$ cat src/source/uart_pkg.sv
package uart_pkg;

	// frame timing seen by both framer and receiver
	localparam int SAMPLES_PER_BIT = 8; // oversample strobes in one bit period
	localparam int SYNC_STAGES = 3; // flops on the rx line before any logic

	localparam int MAX_DATA_WIDTH = 8; // widest word carried in rx_result_t

	// receiver FSM, one state per frame field
	typedef enum logic [2:0] {
		IDLE   = 3'd0, // line high, watching for a falling edge
		START  = 3'd1, // edge seen, waiting for mid start bit
		DATA   = 3'd2, // shifting data bits in, lsb first
		PARITY = 3'd3, // parity bit sample
		STOP   = 3'd4 // stop bit sample, word reported here
	} rx_state_e;

	// word handed to the user with its error flags
	typedef struct packed {
		logic [MAX_DATA_WIDTH-1:0] data; // upper bits zero when DATA_WIDTH < 8
		logic parity_err; // parity bit disagrees with data
		logic framing_err; // stop bit sampled low
	} rx_result_t;

endpackage

$ cat src/source/uart_baud_gen.sv
`timescale 1ns/100ps

module uart_baud_gen #(
	parameter int CLKS_PER_SAMPLE = 2
) (
	input  logic i_tx_clk,
	input  logic i_reset_tx,
	output logic o_sample_stb,
	output logic o_bit_tick
);
	localparam int CNT_W = $clog2(CLKS_PER_SAMPLE);
	localparam int STB_W = $clog2(uart_pkg::SAMPLES_PER_BIT);

	logic [CNT_W-1:0] clk_cnt; // tx_clk cycles inside one sample period
	logic [STB_W-1:0] stb_cnt; // strobes inside one bit period
	logic clk_wrap;
	logic stb_wrap;

	assign clk_wrap = (clk_cnt == CNT_W'(CLKS_PER_SAMPLE - 1));
	assign stb_wrap = (stb_cnt == STB_W'(uart_pkg::SAMPLES_PER_BIT - 1));

	always_ff @(posedge i_tx_clk) begin
		if (i_reset_tx) begin
			clk_cnt <= '0;
			stb_cnt <= '0;
			o_sample_stb <= 1'b0;
			o_bit_tick <= 1'b0;
		end else begin
			o_sample_stb <= clk_wrap; // one cycle every CLKS_PER_SAMPLE
			o_bit_tick <= clk_wrap && stb_wrap; // eighth strobe marks the bit edge
			if (clk_wrap) begin
				clk_cnt <= '0;
				stb_cnt <= stb_wrap ? '0 : stb_cnt + 1'b1;
			end else begin
				clk_cnt <= clk_cnt + 1'b1;
			end
		end
	end

	// framer and receiver both rely on ticks lining up with a strobe
	a_tick_on_stb: assert property (@(posedge i_tx_clk) disable iff (i_reset_tx)
		o_bit_tick |-> o_sample_stb);

endmodule

$ cat src/source/uart_tx_fifo.sv
`timescale 1ns/100ps

module uart_tx_fifo #(
	parameter int DATA_WIDTH = 8,
	parameter int FIFO_DEPTH = 4
) (
	input  logic i_tx_clk,
	input  logic i_reset_tx,
	input  logic i_push,
	input  logic [DATA_WIDTH-1:0] i_data,
	input  logic i_pop,
	output logic [DATA_WIDTH-1:0] o_head,
	output logic o_empty,
	output logic o_credit
);
	localparam int PTR_W = $clog2(FIFO_DEPTH);

	logic [DATA_WIDTH-1:0] mem [FIFO_DEPTH]; // word storage
	logic [PTR_W-1:0] wr_ptr; // next free slot
	logic [PTR_W-1:0] rd_ptr; // oldest word
	logic [PTR_W:0] count; // occupancy, one extra bit to hold FIFO_DEPTH

	always_ff @(posedge i_tx_clk) begin
		if (i_push)
			mem[wr_ptr] <= i_data;
	end

	always_ff @(posedge i_tx_clk) begin
		if (i_reset_tx) begin
			wr_ptr <= '0;
			rd_ptr <= '0;
			count <= '0;
		end else begin
			if (i_push)
				wr_ptr <= wr_ptr + 1'b1; // depth is a power of two, wraps itself
			if (i_pop)
				rd_ptr <= rd_ptr + 1'b1;
			case ({i_push, i_pop})
				2'b10: count <= count + 1'b1;
				2'b01: count <= count - 1'b1;
				default: count <= count; // push and pop together leave it unchanged
			endcase
		end
	end

	assign o_head = mem[rd_ptr]; // head is visible the cycle after the push
	assign o_empty = (count == '0);
	assign o_credit = i_pop; // a slot frees as the framer takes the head

	// user side must hold a credit, a pop in the same cycle frees one
	a_no_push_full: assert property (@(posedge i_tx_clk) disable iff (i_reset_tx)
		i_push |-> (count != (PTR_W + 1)'(FIFO_DEPTH)) || i_pop);

	// framer pops only on a non-empty queue
	a_no_pop_empty: assert property (@(posedge i_tx_clk) disable iff (i_reset_tx)
		i_pop |-> !o_empty);

endmodule

$ cat src/source/uart_tx_framer.sv
`timescale 1ns/100ps

module uart_tx_framer #(
	parameter int DATA_WIDTH = 8,
	parameter int PARITY_ODD = 0
) (
	input  logic i_tx_clk,
	input  logic i_reset_tx,
	input  logic i_bit_tick,
	input  logic i_empty,
	input  logic [DATA_WIDTH-1:0] i_head,
	output logic o_pop,
	output logic o_serial,
	output logic o_busy
);
	localparam int FRAME_BITS = DATA_WIDTH + 3; // start, data, parity, stop
	localparam int CNT_W = $clog2(FRAME_BITS);

	logic [DATA_WIDTH+1:0] shift_q; // stop, parity and data bits still to send
	logic [CNT_W-1:0] bit_cnt; // which frame bit is on the line now
	logic busy_q;
	logic last_bit; // stop bit on the line
	logic parity_bit;

	assign last_bit = busy_q && (bit_cnt == CNT_W'(FRAME_BITS - 1));
	assign parity_bit = (^i_head) ^ (PARITY_ODD != 0); // odd parity inverts the xor

	// a new frame starts on an idle tick or straight after a stop bit
	assign o_pop = i_bit_tick && !i_empty && (!busy_q || last_bit);
	assign o_busy = busy_q;

	always_ff @(posedge i_tx_clk) begin
		if (i_reset_tx) begin
			busy_q <= 1'b0;
			bit_cnt <= '0;
			o_serial <= 1'b1; // line idles high
		end else if (o_pop) begin
			busy_q <= 1'b1;
			bit_cnt <= '0;
			o_serial <= 1'b0; // start bit
		end else if (i_bit_tick && last_bit) begin
			busy_q <= 1'b0; // stop bit done, queue empty
			o_serial <= 1'b1;
		end else if (i_bit_tick && busy_q) begin
			bit_cnt <= bit_cnt + 1'b1;
			o_serial <= shift_q[0]; // lsb first
		end
	end

	// frame contents held apart from the control state
	always_ff @(posedge i_tx_clk) begin
		if (o_pop)
			shift_q <= {1'b1, parity_bit, i_head};
		else if (i_bit_tick && busy_q)
			shift_q <= {1'b1, shift_q[DATA_WIDTH+1:1]}; // fill with idle level
	end

	// line must rest at mark between frames
	a_idle_high: assert property (@(posedge i_tx_clk) disable iff (i_reset_tx)
		!o_busy |-> o_serial);

endmodule

$ cat src/source/uart_rx_deframer.sv
`timescale 1ns/100ps

module uart_rx_deframer #(
	parameter int DATA_WIDTH = 8,
	parameter int PARITY_ODD = 0
) (
	input  logic i_tx_clk,
	input  logic i_reset_tx,
	input  logic i_sample_stb,
	input  logic i_serial,
	output logic o_rx_valid,
	output uart_pkg::rx_result_t o_rx
);
	localparam int SMP_W = $clog2(uart_pkg::SAMPLES_PER_BIT);
	localparam int IDX_W = $clog2(DATA_WIDTH);
	localparam int HALF_BIT = uart_pkg::SAMPLES_PER_BIT / 2;

	logic [uart_pkg::SYNC_STAGES-1:0] sync_q; // line synchronizer chain
	logic rx_bit; // synchronized line level
	logic line_prev; // level at the previous strobe
	uart_pkg::rx_state_e state;
	logic [SMP_W-1:0] smp_cnt; // strobes since the last mid-bit point
	logic [IDX_W-1:0] bit_idx; // data bit being taken
	logic [DATA_WIDTH-1:0] data_sr; // data shifts in from the top
	logic par_bit; // sampled parity bit
	logic mid_bit; // strobe at the middle of a bit
	uart_pkg::rx_result_t result;

	always_ff @(posedge i_tx_clk) begin
		if (i_reset_tx)
			sync_q <= '1; // start from a high line, no spurious edge
		else
			sync_q <= {sync_q[uart_pkg::SYNC_STAGES-2:0], i_serial};
	end

	assign rx_bit = sync_q[uart_pkg::SYNC_STAGES-1];
	assign mid_bit = i_sample_stb && (smp_cnt == SMP_W'(uart_pkg::SAMPLES_PER_BIT - 1));

	always_ff @(posedge i_tx_clk) begin
		if (i_reset_tx) begin
			state <= uart_pkg::IDLE;
			line_prev <= 1'b1;
			smp_cnt <= '0;
			bit_idx <= '0;
			o_rx_valid <= 1'b0;
		end else begin
			o_rx_valid <= 1'b0; // single cycle pulse
			if (i_sample_stb) begin
				line_prev <= rx_bit;
				smp_cnt <= smp_cnt + 1'b1; // wraps once per bit period
			end
			case (state)
				uart_pkg::IDLE: begin
					if (i_sample_stb && line_prev && !rx_bit) begin
						state <= uart_pkg::START; // falling edge, maybe a start bit
						smp_cnt <= '0;
					end
				end
				uart_pkg::START: begin
					if (i_sample_stb && (smp_cnt == SMP_W'(HALF_BIT - 1))) begin
						smp_cnt <= '0; // realign so later samples land mid-bit
						bit_idx <= '0;
						if (rx_bit)
							state <= uart_pkg::IDLE; // glitch, not a start bit
						else
							state <= uart_pkg::DATA;
					end
				end
				uart_pkg::DATA: begin
					if (mid_bit) begin
						bit_idx <= bit_idx + 1'b1;
						if (bit_idx == IDX_W'(DATA_WIDTH - 1))
							state <= uart_pkg::PARITY;
					end
				end
				uart_pkg::PARITY: begin
					if (mid_bit)
						state <= uart_pkg::STOP;
				end
				uart_pkg::STOP: begin
					if (mid_bit) begin
						state <= uart_pkg::IDLE;
						o_rx_valid <= 1'b1; // report at mid stop bit
					end
				end
				default: state <= uart_pkg::IDLE;
			endcase
		end
	end

	always_ff @(posedge i_tx_clk) begin
		if (mid_bit && (state == uart_pkg::DATA))
			data_sr <= {rx_bit, data_sr[DATA_WIDTH-1:1]}; // lsb arrives first
		if (mid_bit && (state == uart_pkg::PARITY))
			par_bit <= rx_bit;
		if (mid_bit && (state == uart_pkg::STOP))
			o_rx <= result;
	end

	always_comb begin
		result = '0; // clears unused upper data bits
		result.data[DATA_WIDTH-1:0] = data_sr;
		result.parity_err = (^data_sr) ^ par_bit ^ (PARITY_ODD != 0);
		result.framing_err = !rx_bit; // stop bit seen low
	end

	a_valid_pulse: assert property (@(posedge i_tx_clk) disable iff (i_reset_tx)
		o_rx_valid |=> !o_rx_valid);

	// 3-bit state has three unused codes
	a_state_legal: assert property (@(posedge i_tx_clk) disable iff (i_reset_tx)
		state inside {uart_pkg::IDLE, uart_pkg::START, uart_pkg::DATA,
			uart_pkg::PARITY, uart_pkg::STOP});

endmodule

$ cat src/source/uart_top.sv
`timescale 1ns/100ps

module uart_top #(
	parameter int DATA_WIDTH = 8, // 5 to 8
	parameter int PARITY_ODD = 0, // 0 even, 1 odd
	parameter int CLKS_PER_SAMPLE = 2, // at least 2
	parameter int FIFO_DEPTH = 4 // power of two
) (
	input  logic i_tx_clk,
	input  logic i_reset_tx,
	input  logic i_push,
	input  logic [DATA_WIDTH-1:0] i_data,
	output logic o_credit,
	output logic o_tx_busy,
	output logic o_serial_out,
	input  logic i_serial_in,
	output logic o_rx_valid,
	output uart_pkg::rx_result_t o_rx
);
	logic sample_stb; // oversample strobe for the receiver
	logic bit_tick; // bit edge for the framer
	logic fifo_empty;
	logic fifo_pop;
	logic [DATA_WIDTH-1:0] fifo_head;

	uart_baud_gen #(
		.CLKS_PER_SAMPLE(CLKS_PER_SAMPLE)
	) u_baud_gen (
		.i_tx_clk(i_tx_clk),
		.i_reset_tx(i_reset_tx),
		.o_sample_stb(sample_stb),
		.o_bit_tick(bit_tick)
	);

	uart_tx_fifo #(
		.DATA_WIDTH(DATA_WIDTH),
		.FIFO_DEPTH(FIFO_DEPTH)
	) u_tx_fifo (
		.i_tx_clk(i_tx_clk),
		.i_reset_tx(i_reset_tx),
		.i_push(i_push),
		.i_data(i_data),
		.i_pop(fifo_pop),
		.o_head(fifo_head),
		.o_empty(fifo_empty),
		.o_credit(o_credit)
	);

	uart_tx_framer #(
		.DATA_WIDTH(DATA_WIDTH),
		.PARITY_ODD(PARITY_ODD)
	) u_tx_framer (
		.i_tx_clk(i_tx_clk),
		.i_reset_tx(i_reset_tx),
		.i_bit_tick(bit_tick),
		.i_empty(fifo_empty),
		.i_head(fifo_head),
		.o_pop(fifo_pop),
		.o_serial(o_serial_out),
		.o_busy(o_tx_busy)
	);

	// serial input kept separate, loopback is wired outside
	uart_rx_deframer #(
		.DATA_WIDTH(DATA_WIDTH),
		.PARITY_ODD(PARITY_ODD)
	) u_rx_deframer (
		.i_tx_clk(i_tx_clk),
		.i_reset_tx(i_reset_tx),
		.i_sample_stb(sample_stb),
		.i_serial(i_serial_in),
		.o_rx_valid(o_rx_valid),
		.o_rx(o_rx)
	);

endmodule

$ cat config.mk
export PLATFORM = sky130hd
export DESIGN_NAME = uart_top
export DESIGN_NICKNAME = d
export VERILOG_FILES = /design/src/source/uart_pkg.sv /design/src/source/uart_baud_gen.sv /design/src/source/uart_tx_fifo.sv /design/src/source/uart_tx_framer.sv /design/src/source/uart_rx_deframer.sv /design/src/source/uart_top.sv
export SDC_FILE = /design/constraint.sdc
export NUM_CORES = 1
export LEC_CHECK = 0
export BUFFER_PORTS_ARGS = -buffer_cell sky130_fd_sc_hd__buf_2
export CORE_MARGIN = 8
export CORE_UTILIZATION = 48
export DETAILED_ROUTE_END_ITERATION = 16
export HOLD_SLACK_MARGIN = 0.08
export PLACE_DENSITY = 0.67
export SYNTH_ARGS = -nofsm -noshare
export SYNTH_HDL_FRONTEND = slang
export SYNTH_SLANG_ARGS = --single-unit
$ cat constraint.sdc
create_clock -name i_tx_clk -period 2.6 [get_ports i_tx_clk]
set_clock_uncertainty 0.15 [all_clocks]
set_input_delay 0.52 -clock i_tx_clk [delete_from_list [all_inputs] [get_ports i_tx_clk]]
set_output_delay 0.52 -clock i_tx_clk [all_outputs]
set_load 0.03 [all_outputs]
==> Yosys cells after proc, flatten, opt, wreduce, memory -nomap -nowiden <==
Memories as Yosys holds them, arrays and structs flattened. A register that Yosys moved wholly into a read port is not among the register bits.
Cells that the tools add are included.
{ "word_totals": {"regBits": 61, "ramBits": 32, "in_bits": 12, "out_inout_bits": 14, "memories": 1} }
{ "mem_list": {"columns": ["memory", "words", "width", "rd", "rd_ports_with_merged_regs", "wr", "line_no", "source"], "rows": [
  ["u_tx_fifo.mem", 4, 8, 1, 1, 1, "uart_tx_fifo.sv:18", "logic [DATA_WIDTH-1:0] mem [FIFO_DEPTH];"]
]} }
{ "classes": {"n_addsub": 9, "eq_ne": 17, "mux": 29, "bitwise": 3, "reduce_logical": 32} }
{ "ops": {"columns": ["operator", "n"], "rows": [
  ["3-bit 2-to-1 mux", 12],
  ["9-bit 2-to-1 mux", 2],
  ["3-bit case mux with 2 select lines", 3],
  ["8-bit XOR reduction", 2],
  ["3-bit case mux with 5 select lines", 1],
  ["1-bit logical AND", 13],
  ["3-bit by 1-bit adder with 3-bit output (second input constant)", 4],
  ["3-bit == test (second input constant)", 4],
  ["2-bit by 1-bit inequality test with 1-bit output (second input constant)", 6],
  ["3-bit by 2-bit == test with 1-bit output (second input constant)", 3],
  ["1-bit 2-to-1 mux", 8],
  ["2-bit nonzero test", 4],
  ["3-bit zero test", 2],
  ["2-bit 2-to-1 mux", 3],
  ["6-bit AND reduction", 1],
  ["2-bit OR reduction", 3],
  ["2-bit by 1-bit adder with 2-bit output (second input constant)", 2],
  ["4-bit by 1-bit adder with 4-bit output (second input constant)", 1],
  ["4-bit == test (second input constant)", 1],
  ["3-bit by 1-bit == test with 1-bit output (second input constant)", 1],
  ["1-bit zero test", 3],
  ["3-bit AND reduction", 1],
  ["3-bit nonzero test", 1],
  ["3-bit by 1-bit subtractor with 3-bit output (second input constant)", 1],
  ["other kinds (7)", 8]
]} }

==> Longest topological paths before layout <==
{ "logic_depth": {"depth_word": 6, "depth_mapped": 11} }

==> Cells and area by module <==
Synthesis repeated with hierarchy kept, for this count alone.
{ "hier_totals": {"cells_unflattened": 266, "hier_area_um2": 3943.8} }
{ "modules_own_cells": {"columns": ["mod", "n_inst", "cells_each", "area_per_inst_um2", "seq_area_each_um2"], "rows": [
  ["uart_tx_fifo", 1, 89, 1592.8, 1141.1],
  ["uart_rx_deframer", 1, 97, 1345.0, 850.8],
  ["uart_tx_framer", 1, 62, 793.3, 390.4],
  ["uart_baud_gen", 1, 18, 212.7, 120.1]
]} }

==> Worst setup path before layout <==
Ideal clock, no wire load.
{ "synth_path": {"path_type": "reg-to-reg", "from": "register u_tx_framer.bit_cnt[0]", "to": "register u_tx_fifo.count[2]", "arrival_ps": 2567, "slack_ps": -187, "path_stages_with_launch": 12, "path_buffers": 1, "synth_period_minus_slack_ps": 2787, "cell_sequence": "dfxtp_1 -> inv_1 -> ha_1 -> nand3b_1 -> a21oi_2 -> buf_2 -> ha_1 -> inv_1 -> fa_1 -> xor2_1 -> or3_1 -> a21oi_1"} }
{ "synth_between": {"elab_chain_len": 6} }
{ "synth_rtl": {"columns": ["item", "line_no", "source"], "rows": [
  ["start: declaration", "uart_tx_framer.sv:20", "logic [CNT_W-1:0] bit_cnt;"],
  ["start signal: assignment", "uart_tx_framer.sv:45", "bit_cnt <= bit_cnt + 1'b1;"],
  ["4-bit == test *", "uart_tx_framer.sv:25", "assign last_bit = busy_q && (bit_cnt == CNT_W'(FRAME_BITS - 1));"],
  ["1-bit logical AND *", "uart_tx_framer.sv:25", null],
  ["1-bit logical OR *", "uart_tx_framer.sv:29", "assign o_pop = i_bit_tick && !i_empty && (!busy_q || last_bit);"],
  ["1-bit logical AND *", "uart_tx_framer.sv:29", null],
  ["net o_credit", "uart_top.sv:13", "output logic o_credit,"],
  ["2-bit by 1-bit == test with 1-bit output or 2-bit == test (tied branches)", "uart_tx_fifo.sv:38", "case ({i_push, i_pop})"],
  ["3-bit case mux with 2 select lines or 2-bit nonzero test (tied branches)", null, null],
  ["end signal: assignment", "uart_tx_fifo.sv:39", "2'b10: count <= count + 1'b1;"],
  ["end signal: assignment", "uart_tx_fifo.sv:40", "2'b01: count <= count - 1'b1;"],
  ["end signal: assignment", "uart_tx_fifo.sv:41", "default: count <= count;"],
  ["end: declaration", "uart_tx_fifo.sv:21", "logic [PTR_W:0] count;"]
]} }
Mark *: on every way through the listed nets, which the timed path passes. The rest lies on a longest branch.
A chain may end at the register's enable or synchronous reset.

==> Worst setup path after layout <==
{ "layout_path": {"from": "register u_tx_framer.bit_cnt[0]", "to": "register u_tx_fifo.count[2]"} }
{ "layout_between": {"elab_chain_len": 6} }
{ "layout_rtl": {"columns": ["item", "line_no"], "rows": [
  ["4-bit == test *", "uart_tx_framer.sv:25"],
  ["1-bit logical AND *", "uart_tx_framer.sv:25"],
  ["1-bit logical OR *", "uart_tx_framer.sv:29"],
  ["1-bit logical AND *", "uart_tx_framer.sv:29"],
  ["2-bit by 1-bit == test with 1-bit output or 2-bit == test (tied branches)", "uart_tx_fifo.sv:38"],
  ["3-bit case mux with 2 select lines or 2-bit nonzero test (tied branches)", null]
]} }
Every way passes the cells marked *; elsewhere a longest branch is shown, timed or not.

==> results_dict.tcl <==
set metrics [dict create \
    drive_above_1_share_pct 22.5 \
    cts_num_sinks 95 \
    grt-ovfl-total 0 \
    max_freq_mhz 408 \
    hpwl_mm 3.80 \
    row_count 32 \
    syn-num-nets 297 \
    synth_largest_area_cell "edfxtp_1" \
    finalNonFillerCells 409 \
    slew_headroom_pct 62.8 \
    yosysTopAreaCellShare_pct 47.0 \
    ios 26 \
    cts_buffer_depth 2 \
    slew_violations 0 \
    grt_pass1_wl_mm 9.88 \
    tns_ns 0 \
    nFillCells 650 \
    start_util_pct 49.6 \
    p_leak_nw 1.54 \
    synth_area_um2 3830 \
    cts_buffers 9 \
    place_inst 392 \
    synth_common_cells "edfxtp_1 (60), dfxtp_1 (35), nor2_1 (26)" \
    die-area_um2 11100 \
    drt-initial-drc-count 123 \
    synth_seq_cells 95 \
    yosys_warnings 0 \
    peakVddDrop_mv 0.327 \
    synth_ff_type "edfxtp_1" \
    cts_max_level 3 \
    clkLatencyLatePin_ns 0.36 \
    worst_pin_slew_ns 0.558 \
    min_period_ns 2.45 \
    grtUsageTotal_pct 11.2 \
    grt_max_degree 32 \
    worstPathMaxFanout 4 \
    dr_total_vias 2036 \
    async_flop_share_pct 0 \
    totalWireLength_mm 5.63 \
    wl_per_cell_um 13.8 \
    fin_crit_sh_pct 94.2 \
    drc 0 \
    viasPerCell 4.98 \
    cts-root-buf "clkbuf_8" \
    clk_pin_slew_ns 0.09 \
    avgSynthCellArea_um2 14.2 \
    maxCapViolations 0 \
    whs_ns 0.187 \
    cts_tree "yes" \
    die_w_um 105 \
    end_kind "register" \
    antenna_found_initial 0 \
    nets 329 \
    p_per_area_nw_per_um2 629 \
    area_growth_pct 11.3 \
    finalSetupViolCount 0 \
    synth.area.top_cells "edfxtp_1 (47%), dfxtp_1 (18%), mux4_2 (4.7%), ha_1 (4.6%), xnor2_1 (4.1%)" \
    cp.arrival_ns 2.59 \
    grt_pass1_vias 2093 \
    die_y_um 105 \
    synth_cells 270 \
    required_ns 2.74 \
    core_um2 7730 \
    final_hold_viol_count 0 \
    path_class "register to register" \
    diodes 0 \
    synth.distinct_cells 38 \
    rsz0062_at_grt "false" \
    status "completed" \
    ys_seq_area_share_pct 65.3 \
    place.gp.congestion 0.781 \
    crit_path_start_kind "register" \
    synthMostInstantiatedCell "edfxtp_1" \
    drtPass1Iterations 4 \
    cts_hold_buffers 0 \
    synth-edff-count 60 \
    antenna_left 0 \
    portBuffers 25 \
    min-delay-path-class "primary input to register" \
]
worst paths after layout:
path / start / endpoint / slack, ns / cells past startpoint
max: u_tx_framer.bit_cnt[0] / u_tx_fifo.count[2] / 0.15 / 10
min reg2reg: u_rx_deframer.sync_q[1] / u_rx_deframer.sync_q[2] / 0.27 / 1
min: i_serial_in / u_rx_deframer.sync_q[0] / 0.19 / 2
max reg2reg: u_tx_framer.bit_cnt[0] / u_tx_fifo.count[2] / 0.15 / 10
per-layer routing:
layer	share of wire, %	GRT usage (%)	vias to the layer above
met2	44	16.0	33
met5	0	0	-
met1	49	14.3	964
li1	-	-	1030
met3	4.9	4.14	9
met4	2.0	6.42	0
cell type report:
cell class                 instances  area [um^2]  share of cell area (%)
tap                              102          128                    2.99
multi-input combinational        156         1250                    29.4
timing repair buffer              30          163                    3.81
sequential                        95         2500                    58.6
clock buffer                       9          124                    2.90
inverter                          10         37.5                   0.879
clock inverter                     7         60.1                    1.41
worst max-delay path: stages (launching register included):
cell      delay, ns
dfxtp_1        0.36
inv_1          0.07
ha_1           0.15
nand3b_1       0.15
a21oi_4        0.19
ha_1           0.20
inv_1          0.07
fa_1           0.44
xor2_1         0.16
or3_1          0.31
a21oi_1        0.14
registers in the layout (all words and copies together) (netlist names), 3 cells and up, named ones only:
signal and cells:
u_tx_fifo.mem 32, u_rx_deframer.o_rx 10, u_tx_framer.shift_q 9, u_rx_deframer.data_sr 8, u_tx_framer.bit_cnt 4, u_baud_gen.stb_cnt 3, u_rx_deframer.bit_idx 3, u_rx_deframer.smp_cnt 3
u_rx_deframer.state 3, u_rx_deframer.sync_q 3, u_tx_fifo.count 3
logic make-up after synthesis:
kind of cell / synth area share [%]
flip-flops: 65.3
AND/OR/NAND/NOR: 10.0
XOR/XNOR: 5.25
multiplexers: 8.61
AO/OA/AOI/OAI: 3.39
buffers and inverters: 2.38
adder cells (fa/ha/maj): 5.09
stage by stage:
stage	area, um^2	setup WS, ns	util (%)	total power [mW]
6_report	4270	0.152	55.2	2.68
5_1_grt	4270	0.00520	55.2	2.79
4_1_cts	4260	0.114	55.1	2.71
3_5_place_dp	4080	0.140	52.8	1.81
3_3_place_gp	4080	0.238	52.8	1.80
2_1_floorplan	3850	0.00158	-	1.77
repair_timing:
action / 4_1_cts / 5_1_grt
resized for setup: 0 / 0
buffers inserted: 0 / 1
endpoints found under the setup margin: 0 / 2
power breakdown:
group | total [mW] | switching [mW] | internal [mW]
clock network | 0.911 | 0.545 | 0.366
registers | 1.65 | 0.0202 | 1.63
logic | 0.120 | 0.0636 | 0.0565
total | 2.68 | 0.629 | 2.06
cell usage in the layout (no fill, tap or decap), drive strengths merged, types with 2 or more instances in the layout:
master  instances
nand3           8
clkbuf          9
xnor2          18
clkinv          3
and2            5
edfxtp         60
o21ai           3
mux2            8
mux2i           6
dfxtp          35
inv            14
xor2            5
nor2           26
nor2b           3
a21oi           9
nand3b          4
nand2          10
mux4            8
nand2b          5
buf            30
nand4           2
or2             4
ha             14
a211oi          3
nor3            5
Power figures use the tool's default switching activity.
